<file path="src/hdl/amigaBus_settings.svh">
////////////////////
// Cycle timing and overlay register settings for the bus decoder
// Include this header in any module that needs the per-region wait counts
// or the CIA-A register that holds the ROM overlay bit
////////////////////

`ifndef AMIGABUS_SETTINGS_SVH
`define AMIGABUS_SETTINGS_SVH

////////////////////
// Region wait counts
////////////////////

// Cycles from the first strobe edge to ta for a Kickstart ROM access
`define ROM_WAIT 2

// Cycles from the first strobe edge to ta for either CIA
`define CIA_WAIT 4

// Interrupt acknowledge cycles are ended almost at once by autovectoring
`define AUTOVECTOR_WAIT 1

// Cycles before tea ends an access that decodes to no region
`define ERROR_WAIT 3

////////////////////
// Overlay register
////////////////////

// CIA-A register number (A[11:8]) whose data bit 0 drives the overlay
`define OVL_REG_OFFSET 0

`endif

</file>
<file path="src/hdl/amigaBusPkg.sv">
////////////////////
// Shared types of the bus decoder
// Address, transfer attribute and data vectors, the region flag struct
// and the cycle FSM states, all used by scoped name
////////////////////

`default_nettype none

package amigaBusPkg;

    ////////////////////
    // Bus vectors
    ////////////////////

    // Address lines A[31:1], bit numbering follows the processor pins
    typedef logic [31:1] addrT;

    // Transfer type, the value 3 is an interrupt acknowledge
    typedef logic [1:0] ttT;

    // Transfer modifier, 1 is data and 2 is code
    typedef logic [1:0] tmT;

    // Low byte of the data bus as written to a CIA
    typedef logic [7:0] byteT;

    // Wide enough for the longest fixed wait of any region
    typedef logic [2:0] waitCntT;

    ////////////////////
    // Region decode
    ////////////////////

    // Active-high region flags out of the decoder
    // Only the two CIA flags may be set at the same time
    typedef struct packed {
        logic rom;
        logic ciaA;
        logic ciaB;
        logic chipRam;
        logic chipReg;
        logic autovector;
    } decodeT;

    // States of the per-cycle controller
    typedef enum logic [1:0] {
        idle,
        waitFixed,
        waitAgnus,
        finish
    } cycleStateT;

endpackage

`default_nettype wire

</file>
<file path="src/hdl/addressDecode.sv">
////////////////////
// Combinational region decode of a 68040 bus transfer
// Takes the address, transfer type, transfer modifier and overlay bit
// and raises one flag per selected region
////////////////////

`timescale 1ns/1ps
`default_nettype none

module addressDecode (
    input  wire amigaBusPkg::addrT addr,
    input  wire amigaBusPkg::ttT   tt,
    input  wire amigaBusPkg::tmT   tm,
    input  wire logic              ovl,
    output amigaBusPkg::decodeT    regionSel
);

    ////////////////////
    // Address space and access type
    ////////////////////

    // All motherboard resources sit in the low 16 MB Zorro II window
    logic z2Space;

    // Data or code access in user or supervisor space
    logic eitherAccess;

    // Data access only, which keeps MMU table searches and cache pushes out
    logic dataAccess;

    logic lowRom;
    logic highRom;
    logic ciaSpace;
    logic registerSpace;
    logic rangerSpace;

    assign z2Space      = (addr[31:24] == 8'h00);
    assign eitherAccess = (tm[1] != tm[0]);
    assign dataAccess   = (tm == 2'b01);

    ////////////////////
    // Kickstart ROM
    ////////////////////

    // The reset vector at address 0 reads from ROM while the overlay is set
    assign lowRom  = (addr[23:21] == 3'b000) && ovl;

    // Kickstart runs from $F80000 up, so the overlay does not matter there
    assign highRom = (addr[23:19] == 5'b11111);

    assign regionSel.rom = z2Space && eitherAccess && (lowRom || highRom);

    ////////////////////
    // CIAs
    ////////////////////

    // Both CIAs share the $BFxxxx page and are told apart by A12 and A13
    assign ciaSpace = z2Space && dataAccess && (addr[23:16] == 8'hBF);

    // A12 low selects CIA-A and A13 low selects CIA-B
    // With both low the two chips answer together
    assign regionSel.ciaA = ciaSpace && !addr[12];
    assign regionSel.ciaB = ciaSpace && !addr[13];

    ////////////////////
    // Agnus spaces
    ////////////////////

    // Chip RAM appears at address 0 once Kickstart has dropped the overlay
    assign regionSel.chipRam = z2Space && eitherAccess && !ovl
                             && (addr[23:21] == 3'b000);

    // Custom chip registers at $DFxxxx
    assign registerSpace = (addr[23:16] == 8'hDF);

    // Registers are mirrored into the old Ranger RAM area at $C00000
    // for software that probes there
    assign rangerSpace = (addr[23:19] == 5'b11000);

    assign regionSel.chipReg = z2Space && dataAccess && (registerSpace || rangerSpace);

    ////////////////////
    // Autovector
    ////////////////////

    // Every interrupt is serviced by autovectoring, so an acknowledge in the
    // CPU space at $FFFFxxxx is flagged regardless of transfer modifier
    assign regionSel.autovector = (tt == 2'b11) && (addr[31:16] == 16'hFFFF);

    // The cycle controller relies on a single terminating region, only the
    // CIA pair may overlap
    assert property (@(regionSel)
        $onehot0({regionSel.rom, regionSel.chipRam, regionSel.chipReg,
                  regionSel.autovector}))
        else $error("addressDecode selected more than one exclusive region");

endmodule

`default_nettype wire

</file>
<file path="src/hdl/overlayControl.sv">
////////////////////
// ROM overlay register
// Set by reset so the CPU boots from Kickstart at address 0, cleared by
// software through a write to the CIA-A overlay register
////////////////////

`timescale 1ns/1ps
`default_nettype none

module overlayControl (
    input  wire logic              bClk,
    input  wire logic              rstN,
    input  wire logic              ciaWriteDone,
    input  wire amigaBusPkg::byteT dataLow,
    output logic                   ovl
);

    ////////////////////
    // Overlay flag
    ////////////////////

    // The flag only ever falls outside reset
    // Kickstart clears it once it runs from high ROM and never sets it again,
    // so a write with bit 0 high is simply ignored
    always_ff @(posedge bClk or negedge rstN) begin
        if (!rstN) begin
            ovl <= 1'b1;
        end else if (ciaWriteDone && !dataLow[0]) begin
            // The written byte is still on the bus in the cycle that ends the write
            ovl <= 1'b0;
        end
    end

    ////////////////////
    // Checks
    ////////////////////

    // Chip RAM can only disappear from address 0 again through a reset,
    // the decoder and the chip RAM contents depend on that
    assert property (@(posedge bClk) disable iff (!rstN)
        !$rose(ovl))
        else $error("overlay rose without a reset");

endmodule

`default_nettype wire

</file>
<file path="src/hdl/cycleControl.sv">
////////////////////
// Bus cycle controller
// Latches the decode on a transfer start, holds the region strobes for
// the length of the cycle and ends it with a one-cycle ta or tea
////////////////////

`timescale 1ns/1ps
`default_nettype none

`include "amigaBus_settings.svh"

module cycleControl (
    input  wire logic                bClk,
    input  wire logic                rstN,
    input  wire logic                ts,
    input  wire logic                rw,
    input  wire amigaBusPkg::addrT   addr,
    input  wire amigaBusPkg::decodeT regionSel,
    input  wire logic                agnusTa,
    output logic                     romCsN,
    output logic                     ciaCs0N,
    output logic                     ciaCs1N,
    output logic                     ramSpaceN,
    output logic                     regSpaceN,
    output logic                     autovector,
    output logic                     ta,
    output logic                     tea,
    output logic                     ciaWriteDone
);

    amigaBusPkg::cycleStateT state;
    amigaBusPkg::decodeT     selQ;
    amigaBusPkg::waitCntT    waitCnt;
    amigaBusPkg::waitCntT    startWait;

    // Set for a CIA-A write to the overlay register, reported when it ends
    logic ovlWriteQ;

    logic ovlWrite;
    logic agnusRegion;
    logic errorCycle;
    logic busy;

    ////////////////////
    // Start of cycle
    ////////////////////

    // R/W high is a read on the 68040, so a write needs rw low
    assign ovlWrite = regionSel.ciaA && !rw
                    && (addr[11:8] == 4'(`OVL_REG_OFFSET));

    // Agnus decides when chip RAM and register accesses are done
    assign agnusRegion = regionSel.chipRam || regionSel.chipReg;

    // Autovector and ROM never overlap the CIAs, and when both CIAs are
    // selected the CIA wait covers the pair
    always_comb begin
        if (regionSel.autovector) begin
            startWait = amigaBusPkg::waitCntT'(`AUTOVECTOR_WAIT);
        end else if (regionSel.rom) begin
            startWait = amigaBusPkg::waitCntT'(`ROM_WAIT);
        end else if (regionSel.ciaA || regionSel.ciaB) begin
            startWait = amigaBusPkg::waitCntT'(`CIA_WAIT);
        end else begin
            startWait = amigaBusPkg::waitCntT'(`ERROR_WAIT);
        end
    end

    // The decode is only sampled on ts, address and attributes are stable
    // for the whole cycle anyway
    always_ff @(posedge bClk) begin
        if (ts && (state == amigaBusPkg::idle)) begin
            selQ      <= regionSel;
            ovlWriteQ <= ovlWrite;
        end
    end

    // Nothing selected means the access is unmapped
    assign errorCycle = (selQ == '0);

    ////////////////////
    // Cycle FSM
    ////////////////////

    always_ff @(posedge bClk or negedge rstN) begin
        if (!rstN) begin
            state        <= amigaBusPkg::idle;
            waitCnt      <= '0;
            ta           <= 1'b0;
            tea          <= 1'b0;
            ciaWriteDone <= 1'b0;
        end else begin
            // Terminations are single-cycle pulses
            ta           <= 1'b0;
            tea          <= 1'b0;
            ciaWriteDone <= 1'b0;
            case (state)
                amigaBusPkg::idle: begin
                    if (ts) begin
                        if (agnusRegion) begin
                            state <= amigaBusPkg::waitAgnus;
                        end else begin
                            state   <= amigaBusPkg::waitFixed;
                            waitCnt <= startWait;
                        end
                    end
                end
                amigaBusPkg::waitFixed: begin
                    // The count reaches zero wait cycles after the strobes go active
                    if (waitCnt == '0) begin
                        state        <= amigaBusPkg::finish;
                        ta           <= !errorCycle;
                        tea          <= errorCycle;
                        ciaWriteDone <= ovlWriteQ;
                    end else begin
                        waitCnt <= waitCnt - 1'b1;
                    end
                end
                amigaBusPkg::waitAgnus: begin
                    // Agnus holds the cycle as long as it needs
                    if (agnusTa) begin
                        state <= amigaBusPkg::finish;
                        ta    <= 1'b1;
                    end
                end
                amigaBusPkg::finish: begin
                    state <= amigaBusPkg::idle;
                end
                default: begin
                    state <= amigaBusPkg::idle;
                end
            endcase
        end
    end

    ////////////////////
    // Strobes
    ////////////////////

    // Strobes follow the wait states one edge late, so they go active the
    // edge after ts and drop on the edge after the termination pulse
    assign busy = (state == amigaBusPkg::waitFixed) || (state == amigaBusPkg::waitAgnus);

    always_ff @(posedge bClk or negedge rstN) begin
        if (!rstN) begin
            romCsN     <= 1'b1;
            ciaCs0N    <= 1'b1;
            ciaCs1N    <= 1'b1;
            ramSpaceN  <= 1'b1;
            regSpaceN  <= 1'b1;
            autovector <= 1'b0;
        end else begin
            romCsN     <= !(busy && selQ.rom);
            ciaCs0N    <= !(busy && selQ.ciaA);
            ciaCs1N    <= !(busy && selQ.ciaB);
            ramSpaceN  <= !(busy && selQ.chipRam);
            regSpaceN  <= !(busy && selQ.chipReg);
            autovector <= busy && selQ.autovector;
        end
    end

    ////////////////////
    // Checks
    ////////////////////

    assert property (@(posedge bClk) disable iff (!rstN)
        !(ta && tea))
        else $error("ta and tea asserted together");

    // The CPU has a single transfer in flight
    assert property (@(posedge bClk) disable iff (!rstN)
        ts |-> (state == amigaBusPkg::idle))
        else $error("transfer start while a cycle is still open");

    assert property (@(posedge bClk) disable iff (!rstN)
        (state == amigaBusPkg::idle)
            |-> (&{romCsN, ciaCs0N, ciaCs1N, ramSpaceN, regSpaceN} && !autovector))
        else $error("region strobe active while idle");

endmodule

`default_nettype wire

</file>
<file path="src/hdl/busDecodeTop.sv">
////////////////////
// Top level of the bus address decoder and cycle terminator
// Connects the region decoder, the ROM overlay register and the
// cycle controller to the processor and Agnus pins
////////////////////

`timescale 1ns/1ps
`default_nettype none

module busDecodeTop (
    input  wire logic              bClk,
    input  wire logic              rstN,
    input  wire logic              ts,
    input  wire amigaBusPkg::addrT addr,
    input  wire amigaBusPkg::ttT   tt,
    input  wire amigaBusPkg::tmT   tm,
    input  wire logic              rw,
    input  wire amigaBusPkg::byteT dataLow,
    input  wire logic              agnusTa,
    output logic                   romCsN,
    output logic                   ciaCs0N,
    output logic                   ciaCs1N,
    output logic                   ramSpaceN,
    output logic                   regSpaceN,
    output logic                   autovector,
    output logic                   ta,
    output logic                   tea
);

    amigaBusPkg::decodeT regionSel;
    logic                ovl;
    logic                ciaWriteDone;

    // Region flags straight from the pins
    addressDecode addressDecode0 (
        .addr      (addr),
        .tt        (tt),
        .tm        (tm),
        .ovl       (ovl),
        .regionSel (regionSel)
    );

    // Overlay follows completed writes to the CIA-A register
    overlayControl overlayControl0 (
        .bClk         (bClk),
        .rstN         (rstN),
        .ciaWriteDone (ciaWriteDone),
        .dataLow      (dataLow),
        .ovl          (ovl)
    );

    cycleControl cycleControl0 (
        .bClk         (bClk),
        .rstN         (rstN),
        .ts           (ts),
        .rw           (rw),
        .addr         (addr),
        .regionSel    (regionSel),
        .agnusTa      (agnusTa),
        .romCsN       (romCsN),
        .ciaCs0N      (ciaCs0N),
        .ciaCs1N      (ciaCs1N),
        .ramSpaceN    (ramSpaceN),
        .regSpaceN    (regSpaceN),
        .autovector   (autovector),
        .ta           (ta),
        .tea          (tea),
        .ciaWriteDone (ciaWriteDone)
    );

endmodule

`default_nettype wire

</file>
<file path="config.mk">
export PLATFORM = sky130hd
export DESIGN_NAME = busDecodeTop
export DESIGN_NICKNAME = d
export VERILOG_FILES = /design/src/hdl/amigaBusPkg.sv /design/src/hdl/addressDecode.sv /design/src/hdl/overlayControl.sv /design/src/hdl/cycleControl.sv /design/src/hdl/busDecodeTop.sv
export VERILOG_INCLUDE_DIRS = /design/src /design/src/hdl
export SDC_FILE = /design/constraint.sdc
export NUM_CORES = 1
export LEC_CHECK = 0
export ABC_AREA = 0
export BUFFER_PORTS_ARGS = -buffer_cell sky130_fd_sc_hd__buf_2
export CAP_MARGIN = 40
export CORE_MARGIN = 2
export CORE_UTILIZATION = 49
export CTS_CLUSTER_DIAMETER = 30
export DETAILED_ROUTE_END_ITERATION = 16
export PLACE_DENSITY_LB_ADDON = 0.3
export REMOVE_ABC_BUFFERS = 1
export SYNTH_ARGS = -nofsm -noshare
export SYNTH_HDL_FRONTEND = slang
export SYNTH_SLANG_ARGS = --single-unit
</file>
<file path="constraint.sdc">
create_clock -name bClk -period 5.8 [get_ports bClk]
set_input_delay 0.58 -clock bClk [delete_from_list [all_inputs] [get_ports bClk]]
set_output_delay 0.58 -clock bClk [all_outputs]
set_load 0.02 [all_outputs]
</file>
# Yosys cells after proc, flatten, opt, wreduce, memory -nomap -nowiden
# Index checks and enable logic that the tools add are counted.
[classes]
add_sub_neg = 1
n_mul = 0
div_mod_pow = 0
order_cmp = 0
eq_ne = 16
shift = 0
mux = 19
bitwise_logic = 0
reduce_logical = 46
[op_table]
columns = ["operator", "count"]
rows = [
  ["1-bit logical AND", 21],
  ["3-bit 2-to-1 mux", 6],
  ["16-bit equality test, second input constant", 1],
  ["8-bit equality test, second input constant", 2],
  ["1-bit zero test", 11],
  ["5-bit equality test, second input constant", 2],
  ["8-bit zero test", 1],
  ["2-bit 2-to-1 mux", 4],
  ["2-bit inequality test, second input constant", 4],
  ["2-bit one-hot mux with 4 select lines", 1],
  ["2-bit equality test, second input constant", 3],
  ["3-bit zero test", 2],
  ["6-bit zero test", 1],
  ["1-bit 2-to-1 mux", 6],
  ["3-bit one-hot mux with 2 select lines", 1],
  ["1-bit logical OR", 5],
  ["2-bit by 1-bit equality test with 1-bit output, second input constant", 2],
  ["4-bit zero test", 1],
  ["4-bit AND reduction", 1],
  ["3-bit AND reduction", 1],
  ["3-bit by 1-bit subtractor with 3-bit output, second input constant", 1],
  ["2-bit zero test", 1],
  ["2-bit by 1-bit inequality test with 1-bit output, second input constant", 1],
  ["1-bit one-hot mux with 2 select lines", 1],
  ["2 further kinds", 2],
]
[word_totals]
reg_bits = 22
latchBits = 0
mem_bits_rw = 0
mem_bits_ro = 0
in_bits = 48
out_inout_bits = 8
mem_count = 0

# Logic depth before layout (Yosys ltp)
# Gate-level depths: netlist of the first run.
[depth]
word_depth = 11
ltp_mapped = 8

# Hierarchy
# From an unflattened synthesis of the first run, not the netlist that was laid out.
[unflattened]
hier_cells = 112
hier_area_um2 = 1161.1
[by_module_without_submodules]
columns = ["mod", "n_inst", "cells_each", "area_each_um2"]
rows = [
  ["cycleControl", 1, 84, 933.4],
  ["addressDecode", 1, 25, 190.2],
  ["overlayControl", 1, 3, 37.5],
]

# Least setup slack after synthesis of the first run
# No wires, ideal clock.
[synth_timing]
path_type = "input-to-reg"
start = "input port tm[1]"
end = "register cycleControl0.waitCnt[0]"
setup_time_ns = 0.124
arrival_ns = 1.783
setup_slack_ns = 3.893
cell_stages = 8
n_path_buf = 0
path_cell_list = "inv_1 ha_1 nor2_1 nand4_1 inv_2 a2111oi_1 nor3_1 a211o_1"
[synth_lines]
columns = ["item", "line_no", "source"]
rows = [
  ["start, declared", "busDecodeTop.sv:16", "input wire amigaBusPkg::tmT tm,"],
  ["end signal, assigned", "cycleControl.sv:104", "waitCnt <= startWait;"],
  ["end signal, assigned", "cycleControl.sv:116", "waitCnt <= waitCnt - 1'b1;"],
  ["end, declared", "cycleControl.sv:33", "amigaBusPkg::waitCntT waitCnt;"],
]

# Final worst setup path of the first run
[layout_timing]
start = "register cycleControl0.state[1]"
end = "register cycleControl0.waitCnt[0]"
[layout_between]
elab_chain_cells = 3
[layout_rtl]
columns = ["item", "line_no", "source"]
rows = [
  ["start, declared", "cycleControl.sv:31", "amigaBusPkg::cycleStateT state;"],
  ["start signal, assigned", "cycleControl.sv:87", "state <= amigaBusPkg::idle;"],
  ["start signal, assigned", "cycleControl.sv:101", "state <= amigaBusPkg::waitAgnus;"],
  ["start signal, assigned", "cycleControl.sv:103", "state <= amigaBusPkg::waitFixed;"],
  ["2-bit by 1-bit equality test with 1-bit output / 2-bit zero test (equally long branches)", "cycleControl.sv:97", "case (state)"],
  ["2-bit inequality test (no line) / 2-bit nonzero test (equally long branches)", "n/a", ""],
  ["4-bit AND reduction (no line)", "n/a", ""],
]
# Several ways; a longest one is shown, not always the timed one.
# A chain may end at the register's enable or synchronous reset.

==> key figures, run 1 <==
Worst setup path
  • CP startpoint: cycleControl0.state[1]
  • Critical Path AT: roughly 2.3 ns
  • Crit-path max FO: 7
  • FF-to-FF Start: cycleControl0.state[1]
  • Crit. End Element: flip-flop
  • Reg2reg setup slack: about 3.7 ns
  • R2R cell count: 7
  • CP Class: reg2reg
  • Startpoint Class: flip-flop
  • Critical path destination: cycleControl0.waitCnt[0]
  • Reg2Reg Capture Point: cycleControl0.waitCnt[0]
  • WP data required: roughly 6 ns

Routing
  • DR pass1 iterations: 4
  • Final wirelength: about 2.2 mm
  • DR top layer: met4
  • Vias/cell: 5.45
  • Met2 wire length: 1.12 mm
  • Total number of vias: 987
  • Final antenna-violating net count: 0
  • Met1 wire length: 920 µm
  • DR WL met3: 148 µm
  • DR iter-0 viols: 22
  • Wire length per cell: roughly 12 µm
  • DRC viols: 0

STA
  • Hold Fails Final Rpt: 0
  • Slew HR: between 60% and 70%
  • Fraction of the cycle the final worst path needs: 36.2%
  • Setup TNS: 0 ns
  • Least-Margin Pin Slew: 0.573 ns
  • Final Skew: 0.00189 ns
  • Minimum clock period: about 2.1 ns
  • Slew Limit Fails: 0
  • Final setup vio count: 0
  • RSZ-0062 raised after global routing: false
  • Max Clk Rate: around 480 MHz
  • Final setup margin: 3.70 ns

Global route
  • Number of global-route vias before repair: 949
  • First-pass GRT wire length: approximately 3.8 mm
  • All-Layer GR Usage: a little under a fifth
  • Grt ovf: 0
  • Antenna violations before repair: 0
  • Largest net degree at the start of global routing: 16

Yosys
  • Synth Instances: approximately 110
  • Synth warn: 0
  • Post-Synth XOR/XNOR Area: 0%
  • EDFF count, synth: 7
  • Synth cell types: 36
  • Biggest area consumer among synthesized cells: dfrtp_1
  • Largest family of logic cells by synthesized area: simple AND/OR/NAND/NOR gates
  • Mapped cell area: 1200 µm²
  • Compound-Gate Fraction of Synth Area: 14.1%
  • Synth Area in Adders: 6.26%
  • Area contributors post-synth: dfrtp_1 19%, edfxtp_1 18%, dfstp_2 13%
  • Sequential fraction of the synthesis area: 49.5%
  • Asr flop ratio synth: about two thirds
  • Avg Inst Size Synth: roughly 11 µm²
  • Multiplexer area fraction after synthesis: approximately 1.8%
  • FF+latch count, synth: 22
  • Area share of the largest cell type after synthesis: 18.8%
  • Synth Area in Simple Gates: 24.0%
  • Post-synth top flop: dfrtp_1

Clock tree
  • Post-CTS Setup Inserts: 0
  • Gates resized, CTS repair: 0
  • Inserted Clock Buffers: 3
  • Clock Sinks: 22
  • Cts hold-fix bufs: 0
  • CTS H-tree lvls: 1
  • CTS tree: built
  • Clock transition at path regs: around 0.12 ns
  • Maximum root-to-sink buffer count: 2
  • Insertion delay to the later sink of the worst-skew pair: between 0.3 and 0.4 ns
  • Clk root buf: clkbuf_4

Die
  • Die Span X: approximately 53 µm
  • Die ar.: ~2900 µm²
  • Row count: 17
  • Core area: around 2300 µm²
  • Initial Util: a little over half
  • Boundary Pins: 56
  • Die height: 53.5 µm

Final layout
  • Max reg flops: 6
  • Ant diodes: 0
  • Largest reg by FF count: cycleControl0.selQ
  • Layout area overhead: 23.3%
  • Biggest regs: cycleControl0.selQ (6), cycleControl0.waitCnt (3), cycleControl0.state (2)
  • Final Core Density: between 60% and 70%
  • Fin nets: roughly 210
  • Most common cell after layout, fill and taps aside: buf_2
  • Layout cell share with drive strength beyond 1: between 30% and 40%
  • Fin area: ~1500 µm²
  • Commonest non-fill, non-tap cells in the layout: 39 x buf_2, 12 x inv_1, 10 x nand2_1

Run
  • Max cap viols: 0

Power
  • Cell area power density: ~430 nW/µm²
  • Leakage: around 0.66 nW
  • Total power: 0.634 mW
  • Peak supply drop: between 0.0002 and 0.0003 V

Placed design
  • Placed cell areas: ~1400 µm²
  • Worst slack at placement: roughly 3.6 ns
  • I/O Buffers: 39
  • Dpl hpwl: between 1.5 and 2 mm
  • GP Congestion: around 0.76

Worst hold path
  • Worst hold-check path type: in2async

Outcome
  • Status: finished, final reports clean
routing by layer:
metal	vias to the layer above	track usage (%)
met1	444	20.3
met4	0	8.97
met3	5	2.82
li1	493	-
met5	-	0
met2	45	34.4
kinds of logic after synthesis:
family                     Yosys count
and+or+nand+nor                     49
DFF                                 22
AOI/OAI and AO/OA                   18
buffers and inverters               14
adders and majority gates            6
muxes                                2
metrics by stage:
stage / hold slack (ns) / instances
after CTS: 0.147 / 181
after floorplan: 0.284 / 110
after global placement: 0.383 / 177
after detailed placement: 0.389 / 177
after global routing: 0.141 / 181
final: 0.140 / 181
worst max-delay path: stages, from the launching register on:
cell and delay [ns]:
dfrtp_1 0.40, inv_1 0.08, ha_1 0.27, inv_1 0.18, nor2_1 0.15, a2111oi_1 0.59
nor3_1 0.10, a211o_1 0.24
power by group:
group	internal, mW	switching (mW)
combinational	0.110	0.157
clock	0.0699	0.0484
sequential	0.229	0.0198
worst min-delay path by stage:
stage,startpoint,endpoint,slack [ns],depth (start not counted)
6_report,rstN,cycleControl0.ta,0.14,1
5_1_grt,rstN,cycleControl0.ciaWriteDone,0.14,1
4_1_cts,rstN,cycleControl0.ciaWriteDone,0.15,1
3_5_place_dp,cycleControl0.selQ[1],cycleControl0.regSpaceN,0.39,1
3_3_place_gp,cycleControl0.selQ[1],cycleControl0.regSpaceN,0.38,1
2_1_floorplan,rstN,cycleControl0.autovector,0.28,0
area by class of cell:
class	instances	area [µm²]
clock buffer	3	22.5
clock inverter	1	30.0
fill	191	777
inverter	13	48.8
multi-input combinational	75	553
sequential	22	593
tap	28	35.0
timing repair buffer	39	195
synth_stat cells, drive strengths merged (2+ instances only):
library cell,n
edfxtp,7
dfstp,6
ha,6
a31oi,3
nand3,2
nand2b,4
dfrtp,9
a2111oi,4
nand4,4
a21oi,2
and2,2
nor4,5
nor3,6
nand2,10
nor2,8
inv,13
a211o,2
and3,3
nor2b,3
Power figures use the tool's default switching activity.
==> inputs of run 2 (changes only) <==
- CORE_UTILIZATION: 49 -> 46
- clock period: 5.8 -> 2.15 ns (I/O delays scaled with it)
==> run 2 against run 1 <==
Net effect:
- first-iteration DRC count is 32% lower
- sequential power rose to 2.7 times the previous value
- final cell count up 3.3%
- via count grew 1.3%
- die area is 6.0% higher
- largest power group unchanged
- highest routed layer unchanged
==> key figures, run 2 (synthesis gave the netlist of run 1 again) <==
STA
  • Setup TNS: 0 ns (unchanged)
  • Hold Fails Final Rpt: 0 (unchanged)
  • Max Clk Rate: 542 MHz (was 476 MHz)
  • Slew HR: 66.2% (was 61.7%)
  • Slew Limit Fails: 0 (unchanged)
  • Least-Margin Pin Slew: 0.503 ns (was 0.573 ns)
  • Final setup vio count: 0 (unchanged)
  • RSZ-0062 raised after global routing: false (unchanged)
  • Final Skew: 0.00558 ns (was 0.00189 ns)
  • Worst hold slack: 0.104 ns (was 0.140 ns)
  • Minimum clock period: 1.84 ns (was 2.10 ns)
  • Fraction of the cycle the final worst path needs: 85.8% (was 36.2%)

Final layout
  • Layout area overhead: 26.2% (was 23.3%)
  • FILL cells: 214 (was 191)
  • Fin area: 1510 µm² (was 1480 µm²)
  • Commonest non-fill, non-tap cells in the layout: 39 x buf_2, 12 x inv_1, 10 x nand2_1 (unchanged)
  • Biggest regs: cycleControl0.selQ (6), cycleControl0.waitCnt (3), cycleControl0.state (2) (unchanged)
  • Layout cell share with drive strength beyond 1: 38.2% (was 37.3%)
  • Ant diodes: 0 (unchanged)
  • Fin nets: 212 (was 208)
  • Most common cell after layout, fill and taps aside: buf_2 (unchanged)
  • Finished Layout Cells: 187 (was 181)
  • Largest reg by FF count: cycleControl0.selQ (unchanged)
  • Max reg flops: 6 (unchanged)

Clock tree
  • Clk root buf: clkbuf_4 (unchanged)
  • Insertion delay to the later sink of the worst-skew pair: 0.31 ns (about the same)
  • Clock Sinks: 22 (unchanged)
  • CTS H-tree lvls: 1 (unchanged)
  • Inserted Clock Buffers: 3 (unchanged)
  • Maximum root-to-sink buffer count: 2 (unchanged)
  • CTS tree: built (unchanged)
  • Gates resized, CTS repair: 0 (unchanged)
  • Clock transition at path regs: 0.13 ns (was 0.12 ns)

Worst setup path
  • WP data required: 2.38 ns (was 6.02 ns)
  • Crit. End Element: flip-flop (unchanged)
  • Startpoint Class: flip-flop (unchanged)
  • Reg2reg setup slack: 0.31 ns (was 3.70 ns)
  • R2R cell count: 6 (was 7)
  • CP Class: reg2reg (unchanged)
  • FF-to-FF Start: cycleControl0.state[0] (was cycleControl0.state[1])
  • Reg2Reg Capture Point: cycleControl0.waitCnt[1] (was cycleControl0.waitCnt[0])
  • Crit-path max FO: 7 (unchanged)
  • Critical Path AT: 2.08 ns (was 2.32 ns)

Die
  • Boundary Pins: 56 (unchanged)
  • Core area: 2480 µm² (was 2250 µm²)
  • Die ar.: 3030 µm² (was 2860 µm²)
  • Die Span X: 55.0 µm (was 53.5 µm)
  • Initial Util: 48.4% (was 53.2%)
  • Row count: 18 (was 17)
  • Die height: 55.0 µm (was 53.5 µm)

Routing
  • Final antenna-violating net count: 0 (unchanged)
  • Final wirelength: 2.36 mm (was 2.23 mm)
  • DR pass1 iterations: 4 (unchanged)
  • Wire length per cell: 12.6 µm (was 12.3 µm)
  • DRC viols: 0 (unchanged)
  • Vias/cell: 5.35 (was 5.45)
  • DR iter-0 viols: 15 (was 22)
  • Total number of vias: 1000 (was 987)

Placed design
  • GP Congestion: 0.744 (was 0.763)
  • I/O Buffers: 39 (unchanged)
  • Placed cell areas: 1450 µm² (was 1430 µm²)
  • Placed insts: 182 (was 177)
  • Dpl hpwl: 1.92 mm (was 1.80 mm)

Power
  • Total power: 1.75 mW (was 0.634 mW)
  • Peak supply drop: 0.000760 V (was 0.000261 V)
  • Leakage: 0.682 nW (was 0.662 nW)
  • Cell area power density: 1160 nW/µm² (was 429 nW/µm²)

Global route
  • All-Layer GR Usage: 17.7% (was 18.6%)
  • Antenna violations before repair: 0 (unchanged)
  • Grt ovf: 0 (unchanged)
  • Number of global-route vias before repair: 936 (was 949)
  • First-pass GRT wire length: 3.88 mm (was 3.77 mm)
  • Largest net degree at the start of global routing: 16 (unchanged)

Worst hold path
  • Worst hold-check path type: in2reg (was in2async)
  • Worst hold stages: 3
  • Hold Path Sink: overlayControl0.ovl
  • Launch point of the worst hold path: dataLow[0]

Run
  • Max cap viols: 0 (unchanged)

Outcome
  • Status: finished, final reports clean (unchanged)
-- run 2: cell types whose count changed in the layout (fill, tap and decap cells not counted) --
cell	before	now
buf_4	0	3
dlygate4sd3_1	0	1
-- run 2: critical path: stages (launching register included) --
cell	delay (ns)
dfrtp_1	0.43
inv_1	0.09
ha_1	0.26
nand2_1	0.13
a211o_1	0.32
a21oi_1	0.31
mux2i_1	0.23
-- run 2: per-layer routing --
layer,up-vias,share of wire (%),global-route usage (%)
met3,2,6.0,2.15
met2,36,50,33.5
met5,-,0,0
met1,463,43,21.4
met4,0,0.63,3.25
li1,499,-,-
-- run 2: worst max path at each step --
stage | start | to | slack (ns) | cells past startpoint
3_3_place_gp | cycleControl0.state[1] | cycleControl0.waitCnt[0] | 0.36 | 8
2_1_floorplan | cycleControl0.state[0] | cycleControl0.waitCnt[0] | 0.35 | 6
5_1_grt | cycleControl0.state[0] | cycleControl0.waitCnt[1] | 0.13 | 6
4_1_cts | cycleControl0.state[0] | cycleControl0.waitCnt[1] | 0.28 | 6
3_5_place_dp | cycleControl0.state[0] | cycleControl0.waitCnt[0] | 0.33 | 7
6_report | cycleControl0.state[0] | cycleControl0.waitCnt[1] | 0.31 | 6
-- run 2: power by group --
part	internal [mW]	leakage (nW)	switching (mW)	total (mW)
sequential	0.617	0.229	0.0530	0.670
clock	0.188	0.0279	0.128	0.317
combinational	0.318	0.425	0.442	0.760
total	1.12	0.682	0.623	1.75
-- run 2: area by class of cell --
class,count,area [µm²],area share [%]
Sequential cell,22,593,39.2
Multi-Input combinational cell,75,553,36.6
Timing Repair Buffer,43,228,15.1
Inverter,13,48.8,3.23
Tap cell,30,37.5,2.48
Clock inverter,1,30.0,1.99
Clock buffer,3,22.5,1.49
-- run 2: through the flow --
stage,utilization (%),worst slack (ns)
3_3_place_gp,58.5,0.363
6_report,61.1,0.305
4_1_cts,61.1,0.281
5_1_grt,61.1,0.129
3_5_place_dp,58.5,0.332
2_1_floorplan,-,0.346
-- run 2: timing repair --
item / in CTS / in global routing
hold buffers: 1 / 0
endpoints found under the hold margin: 9 / 0
buffers inserted: 0 / 0
==> inputs of run 3 (changes only) <==
- CORE_MARGIN: 2 -> 4
- REMOVE_ABC_BUFFERS: 1 -> default
==> run 3 against run 2 <==
Net effect:
- non-clock buffer count did not move
- worst hold slack improved by 0.0059 ns
- sequential share of layout area did not move
- wire length rose by 6.4%
- setup slack got worse by 0.022 ns
- sequential power barely moved
- critical path type unchanged
==> key figures, run 3 (synthesis gave the netlist of run 1 again) <==
STA
  • Fraction of the cycle the final worst path needs: 86.8% (was 85.8%)
  • Hold Fails Final Rpt: 0 (unchanged)
  • Final Skew: 0.00378 ns (was 0.00558 ns)
  • Least-Margin Pin Slew: 0.481 ns (was 0.503 ns)
  • RSZ-0062 raised after global routing: false (unchanged)
  • Final setup margin: 0.284 ns (was 0.305 ns)
  • Final setup vio count: 0 (unchanged)
  • Minimum clock period: 1.87 ns (was 1.84 ns)
  • Setup TNS: 0 ns (unchanged)
  • Worst hold slack: 0.110 ns (was 0.104 ns)
  • Slew HR: 67.6% (was 66.2%)
  • Max Clk Rate: 536 MHz (was 542 MHz)
  • Slew Limit Fails: 0 (unchanged)

Placed design
  • Worst slack at placement: 0.281 ns (was 0.332 ns)
  • Dpl hpwl: 2.08 mm (was 1.92 mm)
  • GP Congestion: 0.793 (was 0.744)
  • I/O Buffers: 39 (unchanged)

Final layout
  • Largest reg by FF count: cycleControl0.selQ (unchanged)
  • Reg area: 593 µm² (unchanged)
  • Layout area overhead: 26.2% (unchanged)
  • Ant diodes: 0 (unchanged)
  • Commonest non-fill, non-tap cells in the layout: 39 x buf_2, 12 x inv_1, 10 x nand2_1 (unchanged)
  • FILL cells: 230 (was 214)
  • Layout cell share with drive strength beyond 1: 38.2% (unchanged)
  • Most common cell after layout, fill and taps aside: buf_2 (unchanged)
  • Max reg flops: 6 (unchanged)
  • Multi-input logic area: 553 µm² (unchanged)
  • Biggest regs: cycleControl0.selQ (6), cycleControl0.waitCnt (3), cycleControl0.state (2) (unchanged)
  • Fin nets: 212 (unchanged)

Clock tree
  • Clock Sinks: 22 (unchanged)
  • Insertion delay to the later sink of the worst-skew pair: 0.31 ns (about the same)
  • Clock transition at path regs: 0.13 ns (about the same)
  • Post-CTS Setup Inserts: 0 (unchanged)
  • Maximum root-to-sink buffer count: 2 (unchanged)
  • CTS H-tree lvls: 1 (unchanged)
  • Gates resized, CTS repair: 0 (unchanged)
  • CTS tree: built (unchanged)
  • Clk root buf: clkbuf_4 (unchanged)
  • Inserted Clock Buffers: 3 (unchanged)

Worst setup path
  • Crit-path max FO: 5 (was 7)
  • WP data required: 2.36 ns (was 2.38 ns)
  • Reg2reg setup slack: 0.28 ns (was 0.31 ns)
  • CP Class: reg2reg (unchanged)
  • Worst path max stage delay: 0.41 ns (was 0.43 ns)
  • CP startpoint: cycleControl0.state[1] (was cycleControl0.state[0])
  • Critical Path AT: 2.08 ns (about the same)
  • CP cell instances: inv_1 -> ha_1 -> inv_1 -> nor2_1 -> a2111oi_1 -> buf_4 -> nor3_1 -> a211o_1 (was inv_1 -> ha_1 -> nand2_1 -> a211o_1 -> a21oi_1 -> mux2i_1)
  • Startpoint Class: flip-flop (unchanged)
  • CP max-delay cell: dfrtp_1 (unchanged)
  • Worst path most repeated cell: inv_1
  • Crit. End Element: flip-flop (unchanged)
  • FF-to-FF Start: cycleControl0.state[1] (was cycleControl0.state[0])

Power
  • Cell area power density: 1160 nW/µm² (about the same)
  • Total power: 1.76 mW (was 1.75 mW)
  • Peak supply drop: 0.000769 V (was 0.000760 V)
  • Leakage: 0.682 nW (unchanged)

Global route
  • All-Layer GR Usage: 15.9% (was 17.7%)
  • Antenna violations before repair: 0 (unchanged)
  • Number of global-route vias before repair: 1019 (was 936)
  • First-pass GRT wire length: 4.24 mm (was 3.88 mm)
  • Grt ovf: 0 (unchanged)
  • Largest net degree at the start of global routing: 16 (unchanged)

Outcome
  • Status: finished, final reports clean (unchanged)

Routing
  • Vias/cell: 5.29 (was 5.35)
  • Wire length per cell: 13.4 µm (was 12.6 µm)
  • Total number of vias: 990 (was 1000)
  • Final antenna-violating net count: 0 (unchanged)
  • DRC viols: 0 (unchanged)
  • DR iter-0 viols: 21 (was 15)
  • Final wirelength: 2.52 mm (was 2.36 mm)
  • DR pass1 iterations: 4 (unchanged)

Worst hold path
  • Worst hold-check path type: in2reg (unchanged)
  • Launch point of the worst hold path: dataLow[0] (unchanged)

Die
  • Core area: 2480 µm² (unchanged)
  • Boundary Pins: 56 (unchanged)
  • Die ar.: 3490 µm² (was 3030 µm²)
  • Initial Util: 48.4% (unchanged)
  • Die height: 59.0 µm (was 55.0 µm)
  • Die Span X: 59.0 µm (was 55.0 µm)
  • Row count: 18 (unchanged)

Run
  • Max cap viols: 0 (unchanged)

Yosys
  • Mapped Nets: 165
-- run 3: cell counts in the layout (fill, tap and decap cells not counted) --
No cell type changed its count.
-- run 3: path summary, 6_finish.rpt --
path                       cells after the start                       end
setup / recovery                               8  cycleControl0.waitCnt[0]
hold / removal                                 3       overlayControl0.ovl
setup reg to reg                               8  cycleControl0.waitCnt[0]
hold reg to reg                                1   cycleControl0.regSpaceN
max in group asynchronous                      2       overlayControl0.ovl
min in group asynchronous                      2          cycleControl0.ta
-- run 3: through the flow --
| stage | area, µm² | instances | utilization (%) |
|---|---|---|---|
| 2_1_floorplan | 1200 | 111 | - |
| 3_3_place_gp | 1450 | 182 | 58.5 |
| 3_5_place_dp | 1450 | 182 | 58.5 |
| 4_1_cts | 1510 | 187 | 61.1 |
| 5_1_grt | 1510 | 187 | 61.1 |
| 6_report | 1510 | 187 | 61.1 |
-- run 3: what timing repair did --
| item | 4_1_cts | 5_1_grt |
|---|---|---|
| hold endpoints to repair | 9 | 0 |
| endpoints found under the setup margin | 0 | 0 |
| hold buffers | 1 | 0 |
-- run 3: area by class of cell --
type,count,area share [%]
Clock buffer,3,1.49
Clock inverter,1,1.99
Inverter,13,3.23
Multi-Input combinational cell,75,36.6
Sequential cell,22,39.2
Tap cell,30,2.48
Timing Repair Buffer,43,15.1
-- run 3: per-layer routing --
metal | track usage (%) | wire length (µm)
met3 | 2.18 | 195
met5 | 0 | 0
met1 | 18.7 | 967
met2 | 29.5 | 1310
met4 | 4.85 | 42
-- run 3: power breakdown --
part / internal [mW] / switching, mW / total [mW]
registers: 0.617 / 0.0560 / 0.673
clock network: 0.188 / 0.130 / 0.318
logic: 0.319 / 0.447 / 0.766
-- run 3: critical path: cells and delay by family, from the launching register on --
family,cells,cell delay [ns]
AOI/OAI and AO/OA,2,0.59
adders and majority gates,1,0.20
buffers and inverters,3,0.44
DFF,1,0.41
and+or+nand+nor,2,0.13
